`config.mk`:
```
export PLATFORM = sky130hd
export DESIGN_NAME = imu_spi_top
export DESIGN_NICKNAME = d
export VERILOG_FILES = /design/src/design/imu_spi_pkg.sv /design/src/design/spi_link_if.sv /design/src/design/imu_spi_master.sv /design/src/design/spi_link_arbiter.sv /design/src/design/apb_cmd_port.sv /design/src/design/report_poller.sv /design/src/design/imu_spi_top.sv
export SDC_FILE = /design/constraint.sdc
export NUM_CORES = 1
export LEC_CHECK = 0
export BUFFER_PORTS_ARGS = -buffer_cell sky130_fd_sc_hd__buf_2
export CAP_MARGIN = 20
export CORE_MARGIN = 8
export CORE_UTILIZATION = 35
export CTS_CLUSTER_SIZE = 10
export DETAILED_ROUTE_END_ITERATION = 8
export GPL_TIMING_DRIVEN = 0
export PLACE_DENSITY_LB_ADDON = 0.3
export SLEW_MARGIN = 25
export SYNTH_ARGS = -nofsm -noshare
export SYNTH_HDL_FRONTEND = slang
export SYNTH_SLANG_ARGS = --single-unit
export TNS_END_PERCENT = 20
```
`constraint.sdc`:
```
create_clock -name clk -period 7.4 [get_ports clk]
set_input_delay 0.74 -clock clk [delete_from_list [all_inputs] [get_ports clk]]
set_output_delay 0.74 -clock clk [all_outputs]
set_load 0.01 [all_outputs]
```
`src/design/imu_spi_pkg.sv`:
```
/*
 * Shared types and constants for the sensor hub SPI host
 * Data widths, APB register map and the SPI master state encoding
 */
package imu_spi_pkg;

    typedef logic [7:0]  spi_byte_t;   // One byte on the wire
    typedef logic [2:0]  xfer_len_t;   // Bytes per transfer, 1 to 4
    typedef logic [31:0] xfer_word_t;  // Byte 0 in bits 7:0, sent first
    typedef logic [3:0]  apb_addr_t;

    localparam int MAX_XFER_BYTES = 4;

    // APB register offsets
    localparam apb_addr_t REG_CTRL   = 4'h0;
    localparam apb_addr_t REG_STATUS = 4'h4;
    localparam apb_addr_t REG_TXDATA = 4'h8;
    localparam apb_addr_t REG_RXDATA = 4'hC;

    localparam xfer_len_t HDR_BYTES = 3'd4;  // Report header length

    typedef enum logic [2:0] {
        IDLE,
        CS_SETUP,
        SHIFT,
        CS_HOLD,
        DONE
    } spi_state_t;

endpackage

```
`src/design/spi_link_if.sv`:
```
`timescale 1ns/10ps

/*
 * Transfer request link between a requester and the SPI side
 * Requester holds req with stable len and tx_word until done pulses
 */
interface spi_link_if;
    import imu_spi_pkg::*;

    logic       req;
    xfer_len_t  len;
    xfer_word_t tx_word;
    logic       gnt;
    xfer_word_t rx_word;   // Valid in the done cycle
    logic       done;

    modport requester (
        output req, len, tx_word,
        input  gnt, rx_word, done
    );

    modport server (
        input  req, len, tx_word,
        output gnt, rx_word, done
    );

endinterface

```
`src/design/imu_spi_master.sv`:
```
`timescale 1ns/10ps

/*
 * SPI mode 3 shift engine
 * Sends len bytes of tx_word under one chip select, MSB first per byte,
 * and collects MISO into rx_word. One cycle of CS setup and hold.
 */
module imu_spi_master #(
    parameter int SCK_HALF = 2
) (
    input  logic       clk,
    input  logic       rst_n,
    spi_link_if.server link,
    output logic       spi_cs_n,
    output logic       spi_sck,
    output logic       spi_mosi,
    input  logic       spi_miso
);
    import imu_spi_pkg::*;

    localparam int DIV_W   = (SCK_HALF > 1) ? $clog2(SCK_HALF) : 1;
    localparam int LOW_END = SCK_HALF / 2 - 1;  // Last cycle with sck low

    spi_state_t       state;
    logic [DIV_W-1:0] div_cnt;   // Position inside one bit period
    logic [2:0]       bit_cnt;
    logic [1:0]       byte_cnt;
    logic [2:0]       next_bit;
    logic [1:0]       next_byte;
    logic             rise_edge;
    logic             bit_end;
    logic             last_bit;
    spi_byte_t        rx_sr;
    spi_byte_t        rx_next;
    xfer_word_t       rx_word;

    assign rise_edge = (state == SHIFT) && (div_cnt == DIV_W'(LOW_END));
    assign bit_end   = (state == SHIFT) && (div_cnt == DIV_W'(SCK_HALF - 1));
    assign last_bit  = (bit_cnt == 3'd7) && ({1'b0, byte_cnt} == link.len - 3'd1);
    assign next_bit  = bit_cnt + 3'd1;
    assign next_byte = (bit_cnt == 3'd7) ? byte_cnt + 2'd1 : byte_cnt;
    assign rx_next   = {rx_sr[6:0], spi_miso};

    always_ff @(posedge clk or negedge rst_n) begin
        if (!rst_n) begin
            state    <= IDLE;
            div_cnt  <= '0;
            bit_cnt  <= '0;
            byte_cnt <= '0;
            spi_cs_n <= 1'b1;
            spi_sck  <= 1'b1;   // CPOL=1 idle level
            spi_mosi <= 1'b0;
        end else begin
            case (state)
                IDLE: begin
                    if (link.req) begin
                        state    <= CS_SETUP;
                        spi_cs_n <= 1'b0;
                        div_cnt  <= '0;
                        bit_cnt  <= '0;
                        byte_cnt <= '0;
                    end
                end
                CS_SETUP: begin
                    state    <= SHIFT;
                    spi_sck  <= 1'b0;            // First falling edge
                    spi_mosi <= link.tx_word[7];
                end
                SHIFT: begin
                    if (rise_edge) begin
                        spi_sck <= 1'b1;         // Sample edge for both sides
                    end
                    if (bit_end) begin
                        div_cnt <= '0;
                        if (last_bit) begin
                            state    <= CS_HOLD;
                            spi_cs_n <= 1'b1;
                        end else begin
                            spi_sck  <= 1'b0;
                            spi_mosi <= link.tx_word[{next_byte, ~next_bit}];
                            bit_cnt  <= next_bit;
                            byte_cnt <= next_byte;
                        end
                    end else begin
                        div_cnt <= div_cnt + DIV_W'(1);
                    end
                end
                CS_HOLD: state <= DONE;
                DONE:    state <= IDLE;
                default: state <= IDLE;
            endcase
        end
    end

    // Receive path, bytes land in the same slot they were sent from
    always_ff @(posedge clk) begin
        if (state == IDLE && link.req) begin
            rx_word <= '0;   // Unused upper bytes stay zero
        end else if (rise_edge) begin
            rx_sr <= rx_next;
            if (bit_cnt == 3'd7) begin
                rx_word[{byte_cnt, 3'b000} +: 8] <= rx_next;
            end
        end
    end

    assign link.gnt     = (state != IDLE);
    assign link.done    = (state == DONE);
    assign link.rx_word = rx_word;

endmodule

```
`src/design/spi_link_arbiter.sv`:
```
`timescale 1ns/10ps

/*
 * Two-way arbiter for the SPI link
 * Alternates between command port and report poller, holds the grant
 * until the master signals done
 */
module spi_link_arbiter (
    input  logic          clk,
    input  logic          rst_n,
    spi_link_if.server    cmd_link,
    spi_link_if.server    poll_link,
    spi_link_if.requester master_link
);
    localparam logic OWN_CMD  = 1'b0;
    localparam logic OWN_POLL = 1'b1;

    logic busy;          // Grant outstanding
    logic owner;
    logic last_served;
    logic grant_now;
    logic pick_poll;

    // Only start when nothing is granted and the master is back in idle
    assign grant_now = !busy && !master_link.gnt && (cmd_link.req || poll_link.req);
    assign pick_poll = poll_link.req && (!cmd_link.req || last_served == OWN_CMD);

    always_ff @(posedge clk or negedge rst_n) begin
        if (!rst_n) begin
            busy        <= 1'b0;
            owner       <= OWN_CMD;
            last_served <= OWN_POLL;   // Command port goes first
        end else if (grant_now) begin
            busy  <= 1'b1;
            owner <= pick_poll;
        end else if (busy && master_link.done) begin
            busy        <= 1'b0;
            last_served <= owner;
        end
    end

    assign master_link.req     = busy;
    assign master_link.len     = (owner == OWN_POLL) ? poll_link.len : cmd_link.len;
    assign master_link.tx_word = (owner == OWN_POLL) ? poll_link.tx_word : cmd_link.tx_word;

    assign cmd_link.gnt  = busy && (owner == OWN_CMD);
    assign poll_link.gnt = busy && (owner == OWN_POLL);

    assign cmd_link.done  = cmd_link.gnt && master_link.done;
    assign poll_link.done = poll_link.gnt && master_link.done;

    assign cmd_link.rx_word  = (owner == OWN_CMD) ? master_link.rx_word : '0;
    assign poll_link.rx_word = (owner == OWN_POLL) ? master_link.rx_word : '0;

endmodule

```
`src/design/apb_cmd_port.sv`:
```
`timescale 1ns/10ps

/*
 * APB command port for CPU driven SPI transfers
 * Holds TXDATA, launches transfers from CTRL and keeps status and RXDATA
 */
module apb_cmd_port (
    input  logic                  clk,
    input  logic                  rst_n,
    input  logic                  psel,
    input  logic                  penable,
    input  logic                  pwrite,
    input  imu_spi_pkg::apb_addr_t paddr,
    input  logic [31:0]           pwdata,
    output logic [31:0]           prdata,
    output logic                  pready,
    output logic                  pslverr,
    spi_link_if.requester         link
);
    import imu_spi_pkg::*;

    logic       acc;
    logic       wr;
    logic       rd;
    logic       err;
    logic       bad_len;
    logic       start_ok;
    logic       busy;
    logic       done_flag;   // Sticky until STATUS is read
    xfer_len_t  wr_len;
    xfer_len_t  pend_len;
    xfer_word_t tx_data;
    xfer_word_t rx_data;
    xfer_word_t cmd_word;    // TXDATA frozen at start

    assign acc     = psel && penable;
    assign wr      = acc && pwrite;
    assign rd      = acc && !pwrite;
    assign wr_len  = pwdata[3:1];
    assign bad_len = (wr_len == '0) || (wr_len > xfer_len_t'(MAX_XFER_BYTES));

    always_comb begin
        err    = 1'b0;
        prdata = '0;
        case (paddr)
            REG_CTRL:   err = pwrite && (bad_len || (pwdata[0] && busy));
            REG_STATUS: begin
                err    = pwrite;
                prdata = {30'd0, done_flag, busy};
            end
            REG_TXDATA: prdata = tx_data;
            REG_RXDATA: begin
                err    = pwrite;
                prdata = rx_data;
            end
            default:    err = 1'b1;   // Unmapped
        endcase
    end

    assign pready   = 1'b1;
    assign pslverr  = acc && err;
    assign start_ok = wr && !err && (paddr == REG_CTRL) && pwdata[0];

    always_ff @(posedge clk or negedge rst_n) begin
        if (!rst_n) begin
            busy      <= 1'b0;
            done_flag <= 1'b0;
            pend_len  <= '0;
            tx_data   <= '0;
            rx_data   <= '0;
        end else begin
            if (start_ok) begin
                busy     <= 1'b1;
                pend_len <= wr_len;
            end else if (link.done) begin
                busy <= 1'b0;
            end
            if (wr && !err && (paddr == REG_TXDATA)) begin
                tx_data <= pwdata;
            end
            // A finishing transfer wins over a clearing read
            if (link.done) begin
                done_flag <= 1'b1;
                rx_data   <= link.rx_word;
            end else if (rd && (paddr == REG_STATUS)) begin
                done_flag <= 1'b0;
            end
        end
    end

    always_ff @(posedge clk) begin
        if (start_ok) begin
            cmd_word <= tx_data;
        end
    end

    assign link.req     = busy;
    assign link.len     = pend_len;
    assign link.tx_word = cmd_word;

endmodule

```
`src/design/report_poller.sv`:
```
`timescale 1ns/10ps

/*
 * Report header poller
 * Reads the 4-byte header on a low int_n and presents it with a valid pulse
 */
module report_poller (
    input  logic                    clk,
    input  logic                    rst_n,
    input  logic                    int_n,
    spi_link_if.requester           link,
    output imu_spi_pkg::xfer_word_t hdr_data,
    output logic                    hdr_valid
);
    import imu_spi_pkg::*;

    logic [1:0] int_sync;   // Two-flop synchronizer
    logic       int_low;
    logic       armed;      // Set again only once int_n is back high
    logic       pending;

    assign int_low = !int_sync[1];

    always_ff @(posedge clk or negedge rst_n) begin
        if (!rst_n) begin
            int_sync  <= 2'b11;
            armed     <= 1'b1;
            pending   <= 1'b0;
            hdr_valid <= 1'b0;
        end else begin
            int_sync  <= {int_sync[0], int_n};
            hdr_valid <= link.done;
            if (link.done) begin
                pending <= 1'b0;
            end else if (armed && int_low && !pending) begin
                pending <= 1'b1;
                armed   <= 1'b0;
            end
            if (!int_low) begin
                armed <= 1'b1;
            end
        end
    end

    always_ff @(posedge clk) begin
        if (link.done) begin
            hdr_data <= link.rx_word;
        end
    end

    assign link.req     = pending;
    assign link.len     = HDR_BYTES;
    assign link.tx_word = '0;   // Header read sends zeros

endmodule

```
`src/design/imu_spi_top.sv`:
```
`timescale 1ns/10ps

/*
 * Sensor hub SPI host top level
 * APB command port and report poller share one mode-3 SPI master
 */
module imu_spi_top #(
    parameter int SCK_HALF = 2
) (
    input  logic                    clk,
    input  logic                    rst_n,
    input  logic                    psel,
    input  logic                    penable,
    input  logic                    pwrite,
    input  imu_spi_pkg::apb_addr_t  paddr,
    input  logic [31:0]             pwdata,
    output logic [31:0]             prdata,
    output logic                    pready,
    output logic                    pslverr,
    output logic                    spi_cs_n,
    output logic                    spi_sck,
    output logic                    spi_mosi,
    input  logic                    spi_miso,
    input  logic                    int_n,
    output imu_spi_pkg::xfer_word_t hdr_data,
    output logic                    hdr_valid
);

    spi_link_if cmd_link ();
    spi_link_if poll_link ();
    spi_link_if master_link ();

    apb_cmd_port u_apb_cmd_port (
        .clk     (clk),
        .rst_n   (rst_n),
        .psel    (psel),
        .penable (penable),
        .pwrite  (pwrite),
        .paddr   (paddr),
        .pwdata  (pwdata),
        .prdata  (prdata),
        .pready  (pready),
        .pslverr (pslverr),
        .link    (cmd_link)
    );

    report_poller u_report_poller (
        .clk       (clk),
        .rst_n     (rst_n),
        .int_n     (int_n),
        .link      (poll_link),
        .hdr_data  (hdr_data),
        .hdr_valid (hdr_valid)
    );

    spi_link_arbiter u_spi_link_arbiter (
        .clk         (clk),
        .rst_n       (rst_n),
        .cmd_link    (cmd_link),
        .poll_link   (poll_link),
        .master_link (master_link)
    );

    imu_spi_master #(
        .SCK_HALF (SCK_HALF)
    ) u_imu_spi_master (
        .clk      (clk),
        .rst_n    (rst_n),
        .link     (master_link),
        .spi_cs_n (spi_cs_n),
        .spi_sck  (spi_sck),
        .spi_mosi (spi_mosi),
        .spi_miso (spi_miso)
    );

endmodule

```
# Yosys cells after proc, flatten, opt, wreduce, memory -nomap -nowiden
# Cells that the tools add are included.
# word_totals
ff_bits	192
out_inout_bits	70
elab_cells	154
# classes
add_sub_neg	5
order_cmp	2
n_eq_ne	14
n_shift	2
muxes	45
n_bitwise	6
n_reduce_logical	57
# op_table
operator	n
case mux 32 bit (3 select lines)	1
two-way mux 32 bit	2
bitwise mux 32 bit	1
variable shift 8 x 7 -> 32 bit (first input constant)	1
variable part select 8 x 7 -> 32 bit	1
logical AND 1 bit	25
two-way mux 1 bit	21
two-way mux 3 bit	7
nonzero test 2 bit	7
case mux 3 bit (4 select lines)	1
AND reduction 2 bit	5
equality test 4 bit (second input constant)	2
two-way mux 2 bit	4
case mux 1 bit (2 select lines)	4
AND reduction 4 bit	2
zero test 1 bit	7
negation 5 -> 7 bit	1
equality test 3 x 2 -> 1 bit (second input constant)	2
equality test 3 bit (second input constant)	2
zero test 3 bit	2
< comparator 5 x 6 -> 1 bit (second input constant)	1
!= test 2 bit (second input constant)	3
case mux 3 bit (2 select lines)	1
AND reduction 3 bit	2
other kinds (18)	26

# Depth between registers and ports, before layout
# depth
ltp_word	10
ltp_mapped	9

# Cells and area by module
# From an unflattened synthesis, not the netlist that was laid out.
# unflattened
cells_unflattened	712
hier_area_um2	9013.6
# modules_own_cells
module	instances	cells_per_inst	area_per_inst_um2	seq_area_each_um2
apb_cmd_port	1	243	4139.0	2687.6
imu_spi_master	1	265	2477.4	1153.6
report_poller	1	79	1390.1	1089.8
spi_link_arbiter	1	125	1007.2	76.3

# Least setup slack after synthesis
# Ideal clock, no wire load.
# synth_timing
path_type	in2reg
startpoint	input pwdata[2]
endpoint	register u_apb_cmd_port.pend_len[0] (netlist: u_apb_cmd_port.link.len[0])
arrival_ns	5.154
t_required_ns	7.319
setup_slack_ns	2.165
cell_stages	5
cell_sequence	nor2_1 > xnor2_1 > a21oi_1 > nor4_1 > mux2_2
# synth_between
elab_chain_cells	9
elab_cells_between_ends	10
cone_classes	order compare (1); mux (1); reduce/logical (8)
# synth_rtl
item	line_no	text
start: declaration	imu_spi_top.sv:16	input logic [31:0] pwdata,
> comparator 3 bit / zero test 3 bit (equally long branches)	apb_cmd_port.sv:40	assign bad_len = (wr_len == '0) || (wr_len > xfer_len_t'(MAX_XFER_BYTES));
logical OR 1 bit (*)	apb_cmd_port.sv:40	
logical OR 1 bit (*)	apb_cmd_port.sv:46	REG_CTRL: err = pwrite && (bad_len || (pwdata[0] && busy));
logical AND 1 bit (*)	apb_cmd_port.sv:46	
case mux 1 bit (3 select lines) (*)	apb_cmd_port.sv:45	case (paddr)
zero test 1 bit (*)	apb_cmd_port.sv:62	assign start_ok = wr && !err && (paddr == REG_CTRL) && pwdata[0];
logical AND 1 bit (*) (3 in series)	apb_cmd_port.sv:62	
net u_apb_cmd_port.start_ok	apb_cmd_port.sv:27	logic start_ok;
end signal: assignment	apb_cmd_port.sv:74	pend_len <= wr_len;
end: declaration	apb_cmd_port.sv:31	xfer_len_t pend_len;
# The timed path passes the listed nets; every way through them passes the cells marked *.
# A chain may end at the register's enable or synchronous reset.

# Final worst setup path
# layout_timing
startpoint	input paddr[2]
endpoint	output prdata[12]
# layout_between
elab_chain_cells	2
elab_cells_between_ends	4
cone_classes	eq/ne (3); mux (1)
# layout_rtl
item	line_no	text
start: declaration	imu_spi_top.sv:15	input imu_spi_pkg::apb_addr_t paddr,
equality test 4 bit / equality test 4 x 3 -> 1 bit (equally long branches)	apb_cmd_port.sv:45	
case mux 32 bit (3 select lines) (*)	apb_cmd_port.sv:45	
end: declaration	imu_spi_top.sv:17	output logic [31:0] prdata,
# Every way passes the cells marked *; elsewhere a longest branch is shown, timed or not.

==> results.md <==
* Initial antenna violation count at 0
* Post-synth EDFFs at 71
* Sequential area share after synthesis at 0.636
* Layout cell share with drive strength beyond 1 at 0.327
* Post-cts resize count at 0
* Combinational share of power at 0.156
* Top delay family on crit path: buffers and inverters
* Final wirelength at 19900 um
* Crit path DAT at 2.21 ns
* Final setup viols at 0
* Net Sw Frac at 0.297
* I/O pin cnt at 113
* CP Class: in2out
* Flops & latches, synth at 192
* Asr flop ratio synth at 0.464
* Maximum VDD drop at 168 uV
* Setup WS pre-CTS at 4.44 ns
* Setup slack, reg-to-reg at 4.93 ns
* RSZ-0062 raised after global routing: no
* Number of global-route vias before repair at 5325
* Crit path capture type: output port
* Die Span X at 166 um
* Total grt overflow at 0
* Max_cap viols at 0
* Critical Path Slowest Stage Cell: clkbuf_1
* Area of the multi-input gates at 2710 um2
* DRT iter0 DRCs at 443
* Post-synth top area share at 0.271
* CTS tree: done
* Fillers at 2081
* CP startpoint: paddr[2]
* Final WS setup at 4.45 ns
* Crit path max fanout at 10
* Area delta synth->final at 20.6%
* CTS Buffer Depth at 2
* Largest net degree at the start of global routing at 52
* R2r endpoint: u_imu_spi_master.spi_mosi
* Mapped Nets at 643
* CP required at 6.66 ns
* FF-to-FF Start: u_imu_spi_master.bit_cnt[0]
* CTS buffer count at 17
* Slew margin rel. at 0.351
* GRT Util Overall at 0.145
* Clk network pwr share at 0.351
* Period utilisation layout at 0.399
* Fin. Hold Viols at 0
* Synth top area cells: edfxtp_1, dfrtp_1, mux2_2
* Most frequent cells in the layout: buf_2, dfrtp_1, edfxtp_1, mux2_2, nand2_1
* Die area at 27600 um2
* Reg power frac at 0.494
* Setup TNS at 0 ns
* First-pass DRT Iterations at 4
* Setup Fix Bufs, Post-CTS at 0
* DP HPWL at 15000 um
* Synth area leader: edfxtp_1
* Cts hold-fix bufs at 0
* H-tree depth at 4
* Port Buffers at 111
* Remaining DRCs at 0
* First-pass GRT wire length at 30900 um
* Type of origin of the critical path: input port
* Reg clk slew, reported paths at 0.07 ns
* HP Class: in2async
* CP most frequent cell: buf_2
* Top FF cell, synth: dfrtp_1
* Clk root buf: clkbuf_16
* CP cell instances: buf_2, nor3_1, and2_1, clkbuf_1, a22o_1, buf_2
* Clock skew at 0.0160 ns
* Leakage power at 4.09 nW
* R2R depth at 6
* Status: finished, final reports clean
* Clock Latency Late Sink at 0.44 ns
* YS warnings at 0
* Power per standard cell area at 273 nW/um2
* Slew @ Worst Pin at 0.971 ns
* Reg area at 5010 um2
* Height of the die at 166 um
* Minimum clock period at 2.95 ns
* Number of placement rows at 55
* Synth unique cells at 46
* Wire per inst at 19.3 um
* Post-Syn Instances at 592
* Starting Density at 0.352
* CORE AREA at 22400 um2
* Mean Syn Cell Area at 13.3 um2
* Nets at 782
* GPL Wtd Cong at 0.815
* Via-to-Cell Ratio at 4.97
* Pins Over Slew Limit at 0
* Total vias in the final route at 5123
* Internal power at 0.00182 W
* Switch Pwr at 0.000770 W
* Clock sinks at 192
* ANT nets after route at 0
* Most common cell after layout, fill and taps aside: buf_2
* Fmax at 339 MHz
* Power, Total at 0.00259 W
* Crit-path max cell delay at 0.37 ns
* Synthesized area at 7880 um2
* CP bufs+invs at 3
power groups by stage:
stage / Sequential [W] / Clock, W / Combinational (W)
after detailed placement: 0.00130 / 0 / 0.000410
after global placement: 0.00130 / 0 / 0.000396
after CTS: 0.00128 / 0.000926 / 0.000412
final: 0.00128 / 0.000909 / 0.000403
after global routing: 0.00129 / 0.000971 / 0.000446
after floorplan: 0.00128 / 0 / 0.000256
sequential cells by signal, indices dropped and copies added (netlist names):
signal,flops
u_imu_spi_master.spi_mosi,1
u_apb_cmd_port.link.req,1
u_apb_cmd_port.done_flag,1
u_imu_spi_master.link.rx_word,32
u_spi_link_arbiter.owner,1
u_report_poller.hdr_data,32
u_report_poller.hdr_valid,1
u_apb_cmd_port.link.len,3
u_spi_link_arbiter.last_served,1
u_apb_cmd_port.tx_data,32
u_report_poller.link.req,1
u_imu_spi_master.state,3
u_report_poller.int_sync,2
u_imu_spi_master.spi_cs_n,1
u_imu_spi_master.byte_cnt,2
u_apb_cmd_port.link.tx_word,32
u_imu_spi_master.spi_sck,1
u_report_poller.armed,1
u_imu_spi_master.div_cnt,1
u_imu_spi_master.rx_sr,7
u_imu_spi_master.bit_cnt,3
u_apb_cmd_port.rx_data,32
u_spi_link_arbiter.master_link.req,1
worst max path at each step:
stage | slack (ns) | cells past startpoint | endpoint
detailed placement | 4.44 | 6 | prdata[31]
CTS | 4.44 | 6 | prdata[31]
global route | 4.33 | 6 | prdata[12]
floorplan | 2.16 | 5 | u_apb_cmd_port.link.len[0]
finish | 4.45 | 6 | prdata[12]
global placement | 0.30 | 6 | u_apb_cmd_port.link.len[0]
synthesized netlist by cell type (2+ instances only):
library cell / count
nor2b_1: 2
a21oi_1: 40
inv_1: 9
a22oi_1: 2
xor2_1: 2
dfxtp_1: 32
mux2i_1: 4
dfrtp_1: 83
xnor2_1: 2
and4_1: 2
mux4_1: 8
o21a_1: 3
nor3_1: 7
a31oi_1: 2
edfxtp_1: 71
nand2_1: 48
a21o_1: 4
mux2_2: 69
nor3b_1: 4
o21ai_0: 10
or2_2: 2
o41ai_1: 2
a32o_1: 2
a22o_1: 32
nand3_1: 36
and2_1: 35
dfstp_2: 6
nor2_1: 12
buf_2: 8
ha_1: 8
nand2b_1: 4
and3_1: 5
clkbuf_1: 23
layer usage:
layer  vias up  global-route usage  part of all wire
met4         0              0.0628             0.026
li1       2469                   -                 -
met2        91               0.242              0.49
met5         -                   0                 0
met3        32              0.0316             0.038
met1      2531               0.180              0.44
cell families after synthesis:
kind of cell | after synthesis | share of synthesized area
mux | 82 | 0.132
compound gates | 102 | 0.0877
buf+inv | 42 | 0.0227
flops | 192 | 0.636
xor+xnor | 4 | 0.00445
other cells | 1 | 0.000476
simple gates | 161 | 0.105
fa+ha+maj | 8 | 0.0127
final cells by class:
type	count	share of cell area
Inverter	9	0.00356
Tap cell	285	0.0375
Buffer	33	0.0153
Timing Repair Buffer	120	0.0684
Clock inverter	15	0.0170
Antenna cell	2	0.000527
Clock buffer	17	0.0448
Sequential cell	192	0.527
Multi-Input combinational cell	358	0.286
per-stage QoR:
step	cell area [um2]	hold slack (ns)	utilization	std cells
floorplan	7880	0.345	-	592
global placement	8790	0.347	0.393	988
detailed placement	8910	0.351	0.398	997
CTS	9490	0.269	0.424	1029
global route	9490	0.290	0.424	1029
finish	9500	0.265	0.425	1031
Note: power is estimated with default switching activity, not from simulation.
